`config.mk`:
```
export PLATFORM = sky130hd
export DESIGN_NAME = decodeTop
export DESIGN_NICKNAME = d
export VERILOG_FILES = /design/src/decodePkg.sv /design/src/decodeTop.sv /design/src/decodeStage.sv /design/src/regFile.sv /design/src/control.sv
export VERILOG_INCLUDE_DIRS = /design/src /design/src/src
export SDC_FILE = /design/constraint.sdc
export NUM_CORES = 1
export LEC_CHECK = 0
export BUFFER_PORTS_ARGS = -buffer_cell sky130_fd_sc_hd__buf_2
export CAP_MARGIN = 20
export CORE_ASPECT_RATIO = 0.7
export CORE_MARGIN = 2
export CORE_UTILIZATION = 55
export CTS_BUF_LIST = sky130_fd_sc_hd__clkbuf_8
export CTS_CLUSTER_DIAMETER = 100
export DETAILED_ROUTE_END_ITERATION = 7
export PLACE_DENSITY = 0.8
export SYNTH_ARGS = -nofsm -noshare
export SYNTH_HDL_FRONTEND = slang
export SYNTH_SLANG_ARGS = --single-unit
```
`constraint.sdc`:
```
create_clock -name clk -period 1.2 [get_ports clk]
set_input_delay 0.06 -clock clk [delete_from_list [all_inputs] [get_ports clk]]
set_output_delay 0.06 -clock clk [all_outputs]
set_load 0.005 [all_outputs]
```
`src/decode_config.svh`:
```
// Width and size constants for the decode stage, included by the package and the RTL modules
`ifndef DECODE_CONFIG_SVH
`define DECODE_CONFIG_SVH

// Register and data word width
`define DATA_W 16

// Register index width
`define REG_IDX_W 3

// Number of architectural registers
`define NUM_REGS 8

// Opcode field width, top bits of the instruction
`define OPCODE_W 5

// Register written by jump-and-link
`define LINK_REG 7

`endif
```
`src/decodePkg.sv`:
```
// Shared types and select codes of the decode stage, imported by every RTL module
`default_nettype none

`include "decode_config.svh"

package decodePkg;

    typedef logic [`DATA_W-1:0]    dataT;    // One data word
    typedef logic [`REG_IDX_W-1:0] regIdxT;  // Register number
    typedef logic [`OPCODE_W-1:0]  opcodeT;  // Opcode, also the ALU operation code

    // Sign flag on top, field size below
    typedef logic [2:0] immSelT;

    // Destination register source
    typedef logic [1:0] destSelT;

    // Occupancy of the ID/EX register
    typedef enum logic {
        EMPTY = 1'b0,  // Bubble held
        FULL  = 1'b1   // Live instruction held
    } stageStateT;

    localparam immSelT IMM_ZEXT5  = 3'b000;  // Zero extend 5 bits
    localparam immSelT IMM_ZEXT8  = 3'b001;  // Zero extend 8 bits
    localparam immSelT IMM_SEXT5  = 3'b100;  // Sign extend 5 bits
    localparam immSelT IMM_SEXT8  = 3'b101;  // Sign extend 8 bits
    localparam immSelT IMM_SEXT11 = 3'b110;  // Sign extend 11 bits

    localparam destSelT DEST_RS   = 2'b00;   // Rs field
    localparam destSelT DEST_RD_R = 2'b01;   // R-format Rd
    localparam destSelT DEST_LINK = 2'b10;   // Link register
    localparam destSelT DEST_RD_I = 2'b11;   // I-format Rd

endpackage

`default_nettype wire

```
`src/decodeTop.sv`:
```
// Decode stage top level, connects the opcode decoder and register file to the ID/EX register
`timescale 1ns/1ps
`default_nettype none

module decodeTop
    import decodePkg::*;
(
    input  logic   clk,
    input  logic   rstN,
    input  dataT   instr,
    input  logic   instrValid,
    input  logic   stall,
    input  logic   flush,
    input  logic   wbEn,
    input  regIdxT wbReg,
    input  dataT   wbData,
    output logic   exValid,
    output opcodeT exAluOp,
    output logic   exAluSel,
    output dataT   exImm,
    output dataT   exRsData,
    output dataT   exRtData,
    output regIdxT exDestReg,
    output logic   exRegWrite,
    output logic   exMemEnable,
    output logic   exMemWr,
    output logic   exVal2Reg,
    output logic   exLink,
    output logic   exLbi,
    output logic   exBranch,
    output logic   exJump,
    output logic   exRegJmp,
    output logic   exHalt,
    output logic   exSiic,
    output logic   exErr
);

    // Raw decoder levels
    opcodeT  aluOp;
    logic    aluSel, regWrite, memEnable, memWr, val2Reg;
    logic    link, lbi, branch, jump, regJmp;
    logic    halt, siic, err;
    immSelT  immSel;
    destSelT destSel;

    // Register read data
    dataT    rsData, rtData;

    control control_i (
        .opcode    (instr[15:11]),   // Opcode field
        .aluOp     (aluOp),     .aluSel  (aluSel),  .regWrite (regWrite),
        .memEnable (memEnable), .memWr   (memWr),   .val2Reg  (val2Reg),
        .link      (link),      .lbi     (lbi),     .branch   (branch),
        .jump      (jump),      .regJmp  (regJmp),  .halt     (halt),
        .siic      (siic),      .err     (err),
        .immSel    (immSel),    .destSel (destSel)
    );

    regFile regFile_i (
        .clk    (clk),          .rstN   (rstN),
        .rsIdx  (instr[10:8]),       // Rs field
        .rtIdx  (instr[7:5]),        // Rt field
        .wbEn   (wbEn),         .wbReg  (wbReg),    .wbData (wbData),
        .rsData (rsData),       .rtData (rtData)
    );

    decodeStage decodeStage_i (
        .clk         (clk),         .rstN       (rstN),
        .instr       (instr),       .instrValid (instrValid),
        .stall       (stall),       .flush      (flush),
        .aluOp       (aluOp),       .aluSel     (aluSel),     .regWrite  (regWrite),
        .memEnable   (memEnable),   .memWr      (memWr),      .val2Reg   (val2Reg),
        .link        (link),        .lbi        (lbi),        .branch    (branch),
        .jump        (jump),        .regJmp     (regJmp),     .halt      (halt),
        .siic        (siic),        .err        (err),
        .immSel      (immSel),      .destSel    (destSel),
        .rsData      (rsData),      .rtData     (rtData),
        .exValid     (exValid),     .exAluOp    (exAluOp),    .exAluSel  (exAluSel),
        .exImm       (exImm),       .exRsData   (exRsData),   .exRtData  (exRtData),
        .exDestReg   (exDestReg),   .exRegWrite (exRegWrite),
        .exMemEnable (exMemEnable), .exMemWr    (exMemWr),    .exVal2Reg (exVal2Reg),
        .exLink      (exLink),      .exLbi      (exLbi),      .exBranch  (exBranch),
        .exJump      (exJump),      .exRegJmp   (exRegJmp),   .exHalt    (exHalt),
        .exSiic      (exSiic),      .exErr      (exErr)
    );

endmodule

`default_nettype wire

```
`src/decodeStage.sv`:
```
// ID/EX pipeline register with immediate extension and destination select that decodeTop feeds from the decoder and register file
`timescale 1ns/1ps
`default_nettype none

`include "decode_config.svh"

module decodeStage
    import decodePkg::*;
(
    input  logic    clk,
    input  logic    rstN,
    input  dataT    instr,        // Instruction being decoded
    input  logic    instrValid,   // Instruction present this cycle
    input  logic    stall,        // Hold the ID/EX register
    input  logic    flush,        // Kill the ID/EX contents
    input  opcodeT  aluOp,
    input  logic    aluSel,
    input  logic    regWrite,
    input  logic    memEnable,
    input  logic    memWr,
    input  logic    val2Reg,
    input  logic    link,
    input  logic    lbi,
    input  logic    branch,
    input  logic    jump,
    input  logic    regJmp,
    input  logic    halt,
    input  logic    siic,
    input  logic    err,
    input  immSelT  immSel,
    input  destSelT destSel,
    input  dataT    rsData,       // Rs read data
    input  dataT    rtData,       // Rt read data
    output logic    exValid,
    output opcodeT  exAluOp,
    output logic    exAluSel,
    output dataT    exImm,
    output dataT    exRsData,
    output dataT    exRtData,
    output regIdxT  exDestReg,
    output logic    exRegWrite,
    output logic    exMemEnable,
    output logic    exMemWr,
    output logic    exVal2Reg,
    output logic    exLink,
    output logic    exLbi,
    output logic    exBranch,
    output logic    exJump,
    output logic    exRegJmp,
    output logic    exHalt,
    output logic    exSiic,
    output logic    exErr
);

    stageStateT state;            // ID/EX occupancy
    dataT       immExt;           // Extended immediate
    regIdxT     destIdx;          // Chosen destination

    // Fill bit is the field MSB only when sign extension is asked for
    always_comb begin
        case (immSel[1:0])
            2'b00:   immExt = {{(`DATA_W-5){immSel[2] & instr[4]}}, instr[4:0]};
            2'b01:   immExt = {{(`DATA_W-8){immSel[2] & instr[7]}}, instr[7:0]};
            2'b10:   immExt = {{(`DATA_W-11){immSel[2] & instr[10]}}, instr[10:0]};
            default: immExt = '0;                     // No 16-bit field
        endcase
    end

    always_comb begin
        case (destSel)
            DEST_RS:   destIdx = instr[10:8];         // Rs
            DEST_RD_R: destIdx = instr[4:2];          // R-format Rd
            DEST_LINK: destIdx = regIdxT'(`LINK_REG); // R7 for links
            default:   destIdx = instr[7:5];          // I-format Rd
        endcase
    end

    assign exValid = (state == FULL);                  // Valid straight from occupancy flop

    // Control side loads a bubble as all-zero flags
    always_ff @(posedge clk or negedge rstN) begin
        if (!rstN) begin
            state       <= EMPTY;
            exAluOp     <= '0;
            {exAluSel, exRegWrite, exMemEnable, exMemWr, exVal2Reg} <= '0;
            {exLink, exLbi, exBranch, exJump, exRegJmp} <= '0;
            {exHalt, exSiic, exErr} <= '0;
        end else if (flush) begin
            state       <= EMPTY;                     // Flush wins over stall
            exAluOp     <= '0;
            {exAluSel, exRegWrite, exMemEnable, exMemWr, exVal2Reg} <= '0;
            {exLink, exLbi, exBranch, exJump, exRegJmp} <= '0;
            {exHalt, exSiic, exErr} <= '0;
        end else if (!stall) begin
            state       <= instrValid ? FULL : EMPTY; // Take or drop a slot
            exAluOp     <= instrValid ? aluOp : '0;
            exAluSel    <= aluSel    & instrValid;
            exRegWrite  <= regWrite  & instrValid;
            exMemEnable <= memEnable & instrValid;
            exMemWr     <= memWr     & instrValid;
            exVal2Reg   <= val2Reg   & instrValid;
            exLink      <= link      & instrValid;
            exLbi       <= lbi       & instrValid;
            exBranch    <= branch    & instrValid;
            exJump      <= jump      & instrValid;
            exRegJmp    <= regJmp    & instrValid;
            exHalt      <= halt      & instrValid;
            exSiic      <= siic      & instrValid;
            exErr       <= err       & instrValid;
        end
    end

    // Data side follows the load enable only
    always_ff @(posedge clk) begin
        if (!stall) begin
            exImm     <= immExt;
            exRsData  <= rsData;
            exRtData  <= rtData;
            exDestReg <= destIdx;
        end
    end

endmodule

`default_nettype wire

```
`src/regFile.sv`:
```
// Eight-entry register file, two combinational read ports with write bypass and one clocked write
`timescale 1ns/1ps
`default_nettype none

`include "decode_config.svh"

module regFile
    import decodePkg::*;
(
    input  logic   clk,
    input  logic   rstN,
    input  regIdxT rsIdx,    // First source register
    input  regIdxT rtIdx,    // Second source register
    input  logic   wbEn,     // Writeback strobe
    input  regIdxT wbReg,    // Writeback register
    input  dataT   wbData,   // Writeback value
    output dataT   rsData,   // Rs contents
    output dataT   rtData    // Rt contents
);

    dataT regs [`NUM_REGS];  // Register storage

    // Write port, whole file cleared on reset
    always_ff @(posedge clk or negedge rstN) begin
        if (!rstN) begin
            for (int i = 0; i < `NUM_REGS; i++) begin
                regs[i] <= '0;           // All registers read zero
            end
        end else if (wbEn) begin
            regs[wbReg] <= wbData;       // Commit writeback
        end
    end

    // Same-cycle write is forwarded so the reader sees the new value
    always_comb begin
        if (wbEn && (wbReg == rsIdx)) begin
            rsData = wbData;             // Bypass to Rs port
        end else begin
            rsData = regs[rsIdx];        // Stored value
        end
    end

    always_comb begin
        if (wbEn && (wbReg == rtIdx)) begin
            rtData = wbData;             // Bypass to Rt port
        end else begin
            rtData = regs[rtIdx];        // Stored value
        end
    end

endmodule

`default_nettype wire

```
`src/control.sv`:
```
// Combinational opcode decoder, turns the five opcode bits into the control levels of the stage
`timescale 1ns/1ps
`default_nettype none

module control
    import decodePkg::*;
(
    input  opcodeT  opcode,     // Top bits of the instruction
    output opcodeT  aluOp,      // ALU operation code
    output logic    aluSel,     // Immediate as ALU operand B
    output logic    regWrite,   // Write the destination register
    output logic    memEnable,  // Data memory access
    output logic    memWr,      // Data memory write
    output logic    val2Reg,    // Writeback from memory, not ALU
    output logic    link,       // Save return address
    output logic    lbi,        // Load byte immediate
    output logic    branch,     // Conditional branch
    output logic    jump,       // PC relative jump
    output logic    regJmp,     // Jump from Rs plus immediate
    output logic    halt,       // Stop issuing
    output logic    siic,       // Software interrupt
    output logic    err,        // Illegal encoding
    output immSelT  immSel,     // Immediate size and extension
    output destSelT destSel     // Destination register source
);

    always_comb begin
        // Defaults, every pattern below overrides only what it needs
        aluOp     = opcode;      // Pass opcode through
        aluSel    = 1'b0;        // Register operand
        regWrite  = 1'b0;        // No register write
        memEnable = 1'b0;        // No memory access
        memWr     = 1'b0;        // No memory write
        val2Reg   = 1'b0;        // ALU result to register
        link      = 1'b0;        // No link
        lbi       = 1'b0;        // No LBI
        branch    = 1'b0;        // No branch
        jump      = 1'b0;        // No jump
        regJmp    = 1'b0;        // No register jump
        halt      = 1'b0;        // Keep running
        siic      = 1'b0;        // No interrupt
        err       = 1'b0;        // Legal
        immSel    = IMM_ZEXT5;   // Zero extend 5 bits
        destSel   = DEST_RS;     // Rs as destination

        casez (opcode)
            5'b000??: begin                  // HALT, NOP, SIIC, RTI
                aluSel  = 1'b1;              // Immediate operand
                destSel = DEST_RD_I;         // I-format Rd
                immSel  = IMM_SEXT5;         // Sign extend 5 bits
                case (opcode[1:0])
                    2'b00:   halt  = 1'b1;   // HALT
                    2'b10:   siic  = 1'b1;   // SIIC, flag only
                    2'b11:   aluOp = 5'b00001; // RTI runs as NOP in the ALU
                    default: halt  = 1'b0;   // NOP
                endcase
            end

            5'b010??, 5'b101??: begin        // I-format 1 arithmetic and shifts
                regWrite = 1'b1;             // Result to Rd
                aluSel   = 1'b1;             // Immediate operand
                destSel  = DEST_RD_I;        // I-format Rd
                if (!opcode[1]) begin
                    immSel = IMM_SEXT5;      // Sign extend 5 bits
                end else begin
                    err = 1'b1;              // Encoding reserved here
                end
            end

            5'b1000?: begin                  // ST and LD
                aluSel    = 1'b1;            // Address is Rs plus immediate
                memEnable = 1'b1;            // Memory access
                destSel   = DEST_RD_I;       // I-format Rd
                immSel    = IMM_SEXT5;       // Sign extend 5 bits
                if (!opcode[0]) begin
                    memWr = 1'b1;            // ST, Rd to memory
                end else begin
                    val2Reg  = 1'b1;         // LD, memory data back
                    regWrite = 1'b1;         // LD writes Rd
                end
            end

            5'b10011: begin                  // STU, store and update Rs
                aluSel    = 1'b1;            // Address is Rs plus immediate
                regWrite  = 1'b1;            // Updated address to Rs
                memWr     = 1'b1;            // Store
                memEnable = 1'b1;            // Memory access
                immSel    = IMM_SEXT5;       // Sign extend 5 bits
                destSel   = DEST_RS;         // Rs gets the new address
            end

            5'b11001, 5'b1101?, 5'b111??: begin // R-format, LBI excluded
                destSel  = DEST_RD_R;        // R-format Rd
                regWrite = 1'b1;             // Result to Rd
            end

            5'b011??: begin                  // BEQZ, BNEZ, BLTZ, BGEZ
                immSel = IMM_SEXT8;          // Sign extend 8 bits
                branch = 1'b1;               // Condition from Rs
            end

            5'b11000: begin                  // LBI, Rs gets the immediate
                aluSel   = 1'b1;             // Immediate operand
                regWrite = 1'b1;             // Write Rs
                immSel   = IMM_SEXT8;        // Sign extend 8 bits
                lbi      = 1'b1;             // Bypass ALU result select
            end

            5'b10010: begin                  // SLBI, shift Rs and merge byte
                aluSel   = 1'b1;             // Immediate operand
                regWrite = 1'b1;             // Write Rs
                immSel   = IMM_ZEXT8;        // Zero extend 8 bits
            end

            5'b001??: begin                  // J, JAL, JR, JALR
                aluSel  = 1'b1;              // Immediate used for target
                destSel = DEST_LINK;         // Return address to R7
                if (!opcode[0]) begin
                    jump   = 1'b1;           // PC relative displacement
                    immSel = IMM_SEXT11;     // Sign extend 11 bits
                end else begin
                    regJmp = 1'b1;           // Rs plus immediate
                    immSel = IMM_SEXT8;      // Sign extend 8 bits
                end
                link     = opcode[1];        // JAL and JALR link
                regWrite = opcode[1];        // Only linking forms write R7
            end

            default: begin
                err = 1'b0;                  // Unlisted opcodes keep defaults
            end
        endcase
    end

endmodule

`default_nettype wire

```
==> results_dict.tcl, run 1 <==
set metrics [dict create \
    placed_cells 1014 \
    core-area_sq_mm 0.0173 \
    hold_class "input port to asynchronous set/reset pin" \
    rows 40 \
    gr-usage-met2 0.433 \
    end_kind "flop" \
    regToRegSetupSlack_ps -230 \
    hold_violations 0 \
    drive_above_1_share 0.515 \
    setup_viol 32 \
    cts_tree "built" \
    drtAntennaViolNets 0 \
    regArea_sq_mm 0.00509 \
    p_leak_uw 0.00525 \
    top_usage_layer "met2" \
    timing.slew.headroom 0.711 \
    fmax_ghz 0.697 \
    met3_usage 0.0573 \
    root_buffer "clkbuf_8" \
    synth_xor_area_frac 0.00716 \
    clock_skew_ps 15.5 \
    wl_per_cell_um 21.6 \
    fillers 1162 \
    synth.cell_area_sq_mm 0.00979 \
    synth-async-reset-ratio 0.758 \
    die_h_um 116 \
    violations "negative setup slack" \
    syn_nets 711 \
    antenna_cells 0 \
    die_area_sq_mm 0.0189 \
    yosysWarnings 0 \
    fin_ws_ps -234 \
    synth_area_leaders "dfrtp_1 (38%), mux2_2 (15%), mux4_2 (15%), edfxtp_1 (14%), mux2i_1 (3.4%)" \
    initialDrtViolationCount 572 \
    ys_ff_latch 194 \
    synth.most_common_cell "dfrtp_1" \
    fin_nets 882 \
    multiInputGateArea_sq_mm 0.00441 \
    io-pin-count 111 \
    yosysTopAreaCell "dfrtp_1" \
    cts_htree_levels 4 \
    synth_compound_area_frac 0.0473 \
    initial_utilization 0.565 \
    grt_max_degree 48 \
    synth_top_family_by_area "multiplexers" \
    drv_slew 0 \
    grt_first_pass_wirelength_mm 36.5 \
    rsz0062_at_grt "true" \
    numCtsBuffers 17 \
    outcome "complete, but fails checks" \
    seq_area_frac_synth 0.520 \
    critPathMaxFanout 3 \
    path_class "flop to flop" \
    syn_inst 670 \
    design_area_sq_mm 0.0120 \
    min_period_over_period 1.20 \
    port-buffer-count 110 \
    firstDrtPassIters 5 \
    vias 6558 \
    clkTransAtPathRegs_ps 110 \
    gp_congestion 0.844 \
    yosys.area.top_type_share 0.376 \
    cts_buffer_depth 2 \
    crit_arrival_ps 1660 \
    avgSynthCellArea_sq_um 14.6 \
    use_met1 0.350 \
    remaining_drc_errors 0 \
    finalWirelength_mm 23.4 \
    grt_usage 0.258 \
    vdd_drop_max_uv 860 \
    worst_pin_slew_ps 432 \
    synthToLayoutAreaGrowth_pct 22.3 \
    via_per_inst 6.04 \
    finalCriticalPeriod_ps 1430 \
    final_cells 1085 \
    critPathLaunchType "flop" \
    cp.required_ps 1430 \
    synth_edf_count 47 \
    hpwl_mm 15.4 \
    yosysUniqueCellTypes 46 \
    synth_ff_type "dfrtp_1" \
    synthMuxAreaShare 0.329 \
    cts_sinks 194 \
    antenna_found_initial 0 \
    yosys.area_share.adder 0 \
    ys_top_cells_by_count "dfrtp_1 (147), mux2_2 (129), mux4_2 (64)" \
    power_density_mw_per_mm2 1540 \
    grt_pass1_vias 6697 \
    drv_cap 0 \
    place_area_sq_mm 0.0111 \
    clock_latency_ps 480 \
    dieWidth_um 163 \
    synthSimpleGateAreaFrac 0.0521 \
    globalRouteOverflowTotal 0 \
]
## flip-flops by register name (all words and copies together), names as in the netlist, 3 cells and up
signal	cells
decodeStage_i.exDestReg	3
decodeStage_i.exRsData	16
decodeStage_i.exRtData	16
regFile_i.regs	128
decodeStage_i.exImm	12
decodeStage_i.exAluOp	5
## through the flow
step | power (uW) | setup slack [ps] | TNS, ps | utilization | hold slack, ps
CTS | 18300 | -239 | -5060 | 0.688 | 7.72
detailed placement | 13000 | -348 | -17990 | 0.642 | -50.0
floorplan | 11600 | -240 | -7740 | - | -236
global route | 19200 | -287 | -6820 | 0.691 | 16.1
global placement | 12700 | -282 | -13770 | 0.642 | -60.0
finish | 18400 | -234 | -5400 | 0.691 | 4.89
## metal layers
metal,share of wire,vias to the layer above
met4,0.013,0
met5,0,-
met3,0.060,39
met2,0.51,259
met1,0.42,3401
li1,-,2859
## cell usage in the layout, fill, tap and decap left out, drive strengths merged, types with 7 or more instances in the layout
cell type    synthesis  layout
mux4                64      64
a21oi               38      38
clkbuf              24      17
nor2                37      37
dlygate4sd3          0      23
nand2               32      32
dfrtp              147     147
mux2i               33      33
xnor2                7       7
o21ai                7       7
buf                 48     201
bufinv               0       7
mux2               129     129
edfxtp              47      47
## final cells by class
class                   count  share of cell area
well taps                 231              0.0241
repair buffers            224               0.141
multi-input cells         403               0.368
clock buffers              17              0.0195
clock inverters            15              0.0218
flip-flops and latches    194               0.425
inverters                   1            0.000627
## power breakdown
group	switching, uW	internal, uW	total, uW	leakage (uW)
Sequential	857	8080	8940	0.00226
Clock	2380	2890	5270	0.000250
Combinational	1540	2650	4190	0.00274
Total	4770	13600	18400	0.00525
## worst max-delay path: stages (launching register included)
cell     delay, ps
dfrtp_1        420
mux4_2         480
mux2i_1        180
a21oi_2        100
## path summary, 6_finish.rpt
path / from / end / depth (start not counted)
setup / recovery: regFile_i.regs[35] / decodeStage_i.exRsData[3] / 3
hold / removal: rstN / regFile_i.regs[117] / 2
setup reg to reg: regFile_i.regs[35] / decodeStage_i.exRsData[3] / 3
hold reg to reg: decodeStage_i.exAluOp[3] / decodeStage_i.exAluOp[3] / 2
max in group asynchronous: rstN / regFile_i.regs[79] / 3
min in group clk: instr[13] / decodeStage_i.exLbi / 3
## repair_timing
item,in CTS,in global routing
endpoints found under the hold margin,291,0
gates resized for setup,1,2
pin swaps,0,5
hold buffers,23,0
endpoints found under the setup margin,32,33
buffers inserted,8,8
## cell families (layout without fill, tap and decap cells)
family | Yosys count | count (layout)
DFF | 194 | 194
AOI/OAI and AO/OA | 73 | 73
xor gates and xnor gates | 8 | 8
and+or+nand+nor | 96 | 96
muxes | 226 | 226
buffers and inverters | 73 | 257
Power figures use the tool's default switching activity.
==> run 2: changes to the inputs <==
Settings changed: ABC_AREA set to 1, SLEW_MARGIN set to 20.
==> results_dict.tcl, run 2 <==
set metrics [dict create \
    initial_utilization 0.556 \
    yosys.area.top_type_share 0.371 \
    yosysUniqueCellTypes 37 \
    clock_latency_ps 490 \
    critPathMaxFanout 1 \
    synth.cell_area_sq_mm 0.00992 \
    ys_top_cells_by_count "nand2_1 (239), o21ai_0 (193), dfrtp_1 (147)" \
    max_stage_delay_ps 460 \
    drv_slew 0 \
    hold_class "input port to asynchronous set/reset pin" \
    io-pin-count 111 \
    hold_violations 0 \
    crit_family "flip-flops" \
    finalCriticalPeriod_ps 1170 \
    antenna_found_initial 1 \
    root_buffer "clkbuf_8" \
    cp_cell_sequence "buf_2" \
    ys_ff_latch 194 \
    avgSynthCellArea_sq_um 8.42 \
    synth_edf_count 47 \
    crit_buf_inv 1 \
    wl_per_cell_um 18.2 \
    min_period_over_period 0.975 \
    crit_arrival_ps 1110 \
    clkTransAtPathRegs_ps 110 \
    worst_pin_slew_ps 374 \
    p_leak_uw 0.00558 \
    port-buffer-count 110 \
    synth_area_leaders "dfrtp_1 (37%), edfxtp_1 (14%), o21ai_0 (9.7%), nand2_1 (9.0%), nand3_1 (6.1%)" \
    cts_htree_levels 4 \
    cts_sinks 194 \
    dieWidth_um 165 \
    drtAntennaViolNets 0 \
    place_area_sq_mm 0.0112 \
    setup_viol 0 \
    initialDrtViolationCount 1376 \
    grt_max_degree 60 \
    numCtsBuffers 17 \
    die_h_um 116 \
    grt_pass1_vias 8679 \
    yosysTopAreaCell "dfrtp_1" \
    critPathLaunchType "flop" \
    globalRouteOverflowTotal 0 \
    rr_worst_depth 6 \
    drv_cap 0 \
    cp.required_ps 1140 \
    yosysWarnings 0 \
    fillers 1442 \
    synth.most_common_cell "nand2_1" \
    rows 41 \
    rsz0062_at_grt "true" \
    vias 9395 \
    timing.rr.end "decodeStage_i.exRsData[6]" \
    clock_skew_ps 13.3 \
    cts_buffer_depth 2 \
    cts_tree "built" \
    design_area_sq_mm 0.0120 \
    vdd_drop_max_uv 627 \
    final_common_cell "nand2_1" \
    syn_inst 1178 \
    largest_register_ffs 128 \
    cpMaxStageDelayCell "edfxtp_1" \
    synth_ff_type "dfrtp_1" \
    remaining_drc_errors 0 \
    top_register "regFile_i.regs" \
    synthToLayoutAreaGrowth_pct 20.7 \
    syn_nets 1219 \
    via_per_inst 5.93 \
    r2r_start "regFile_i.regs[70]" \
    final_core_util 0.671 \
    hpwl_mm 18.7 \
    die_area_sq_mm 0.0191 \
    core-area_sq_mm 0.0179 \
    end_kind "output port" \
    final_cell_mix "nand2_1 (238), o21ai_0 (175), dfrtp_1 (147)" \
    grt_first_pass_wirelength_mm 45.5 \
    fmax_ghz 0.855 \
    fin_nets 1376 \
    timing.slew.headroom 0.751 \
    gp_congestion 0.903 \
    firstDrtPassIters 6 \
    reg_top3 "regFile_i.regs (128), decodeStage_i.exRsData (16), decodeStage_i.exRtData (16)" \
    regToRegSetupSlack_ps 30 \
    synth-async-reset-ratio 0.758 \
    drive_above_1_share 0.230 \
    power_density_mw_per_mm2 1370 \
    finalWirelength_mm 28.8 \
    outcome "finished, final reports clean" \
    grt_usage 0.311 \
    path_class "flop to output port" \
    seq_area_frac_synth 0.513 \
]
run 2: cell count changes after synthesis, moves of 64 or more:
cell	previous run	this run
nand2_1	32	239
o21ai_0	7	193
mux2_2	129	0
nand3_1	1	120
inv_1	1	90
mux4_2	64	0
run 2: report_power, final:
part,total [uW],internal (uW),switching [uW]
Combinational,3500,1460,2040
Sequential,8500,7830,663
Clock,4350,1770,2580
run 2: worst max-delay path by stage:
stage | depth (start not counted) | end | start
2_1_floorplan | 6 | decodeStage_i.exLink | stall
3_3_place_gp | 7 | decodeStage_i.exRsData[6] | instr[8]
3_5_place_dp | 7 | decodeStage_i.exRsData[6] | instr[8]
4_1_cts | 6 | decodeStage_i.exRsData[6] | regFile_i.regs[38]
5_1_grt | 4 | decodeStage_i.exRsData[7] | regFile_i.regs[87]
6_report | 1 | exRtData[12] | decodeStage_i.exRtData[12]
run 2: cells by family after synthesis:
kind of cell / synth area share
AOI/OAI and AO/OA: 0.212
and+or+nand+nor: 0.182
xor gates and xnor gates: 0.00177
DFF: 0.513
buffers and inverters: 0.0912
run 2: cell type report:
type                       instances  area [sq um]  area share
antenna                            1          2.50    0.000209
sequential                       194          5090       0.425
clock buffer                      18           248      0.0207
timing repair buffer             232          1840       0.154
clock inverter                    14           140      0.0117
multi-input combinational        792          3980       0.332
tap                              236           295      0.0247
inverter                          98           380      0.0318
run 2: repair_timing:
item / in CTS / in global routing
setup buffers: 0 / 8
hold buffers: 26 / 0
endpoints found under the setup margin: 0 / 24
resized for setup: 0 / 41
hold endpoints to repair: 208 / 0
run 2: per-stage QoR:
step | setup slack (ps) | TNS [ps] | hold slack, ps | cells | power (uW)
3_3_place_gp | -61.7 | -1410 | -13.8 | 1518 | 11700
5_1_grt | -47.4 | -201 | 36.1 | 1584 | 17200
4_1_cts | 16.7 | 0 | 2.82 | 1576 | 16200
6_report | 30.3 | 0 | 25.2 | 1585 | 16400
3_5_place_dp | -152 | -2650 | -11.6 | 1518 | 11800
2_1_floorplan | -220 | -2590 | -236 | 1178 | 10500
run 2: routing by layer:
metal / vias to the layer above / share of wire / global-route usage
met5: - / 0 / 0
met4: 0 / 0.019 / 0.103
met3: 53 / 0.12 / 0.0810
met2: 562 / 0.44 / 0.461
met1: 4431 / 0.42 / 0.450
li1: 4349 / - / -
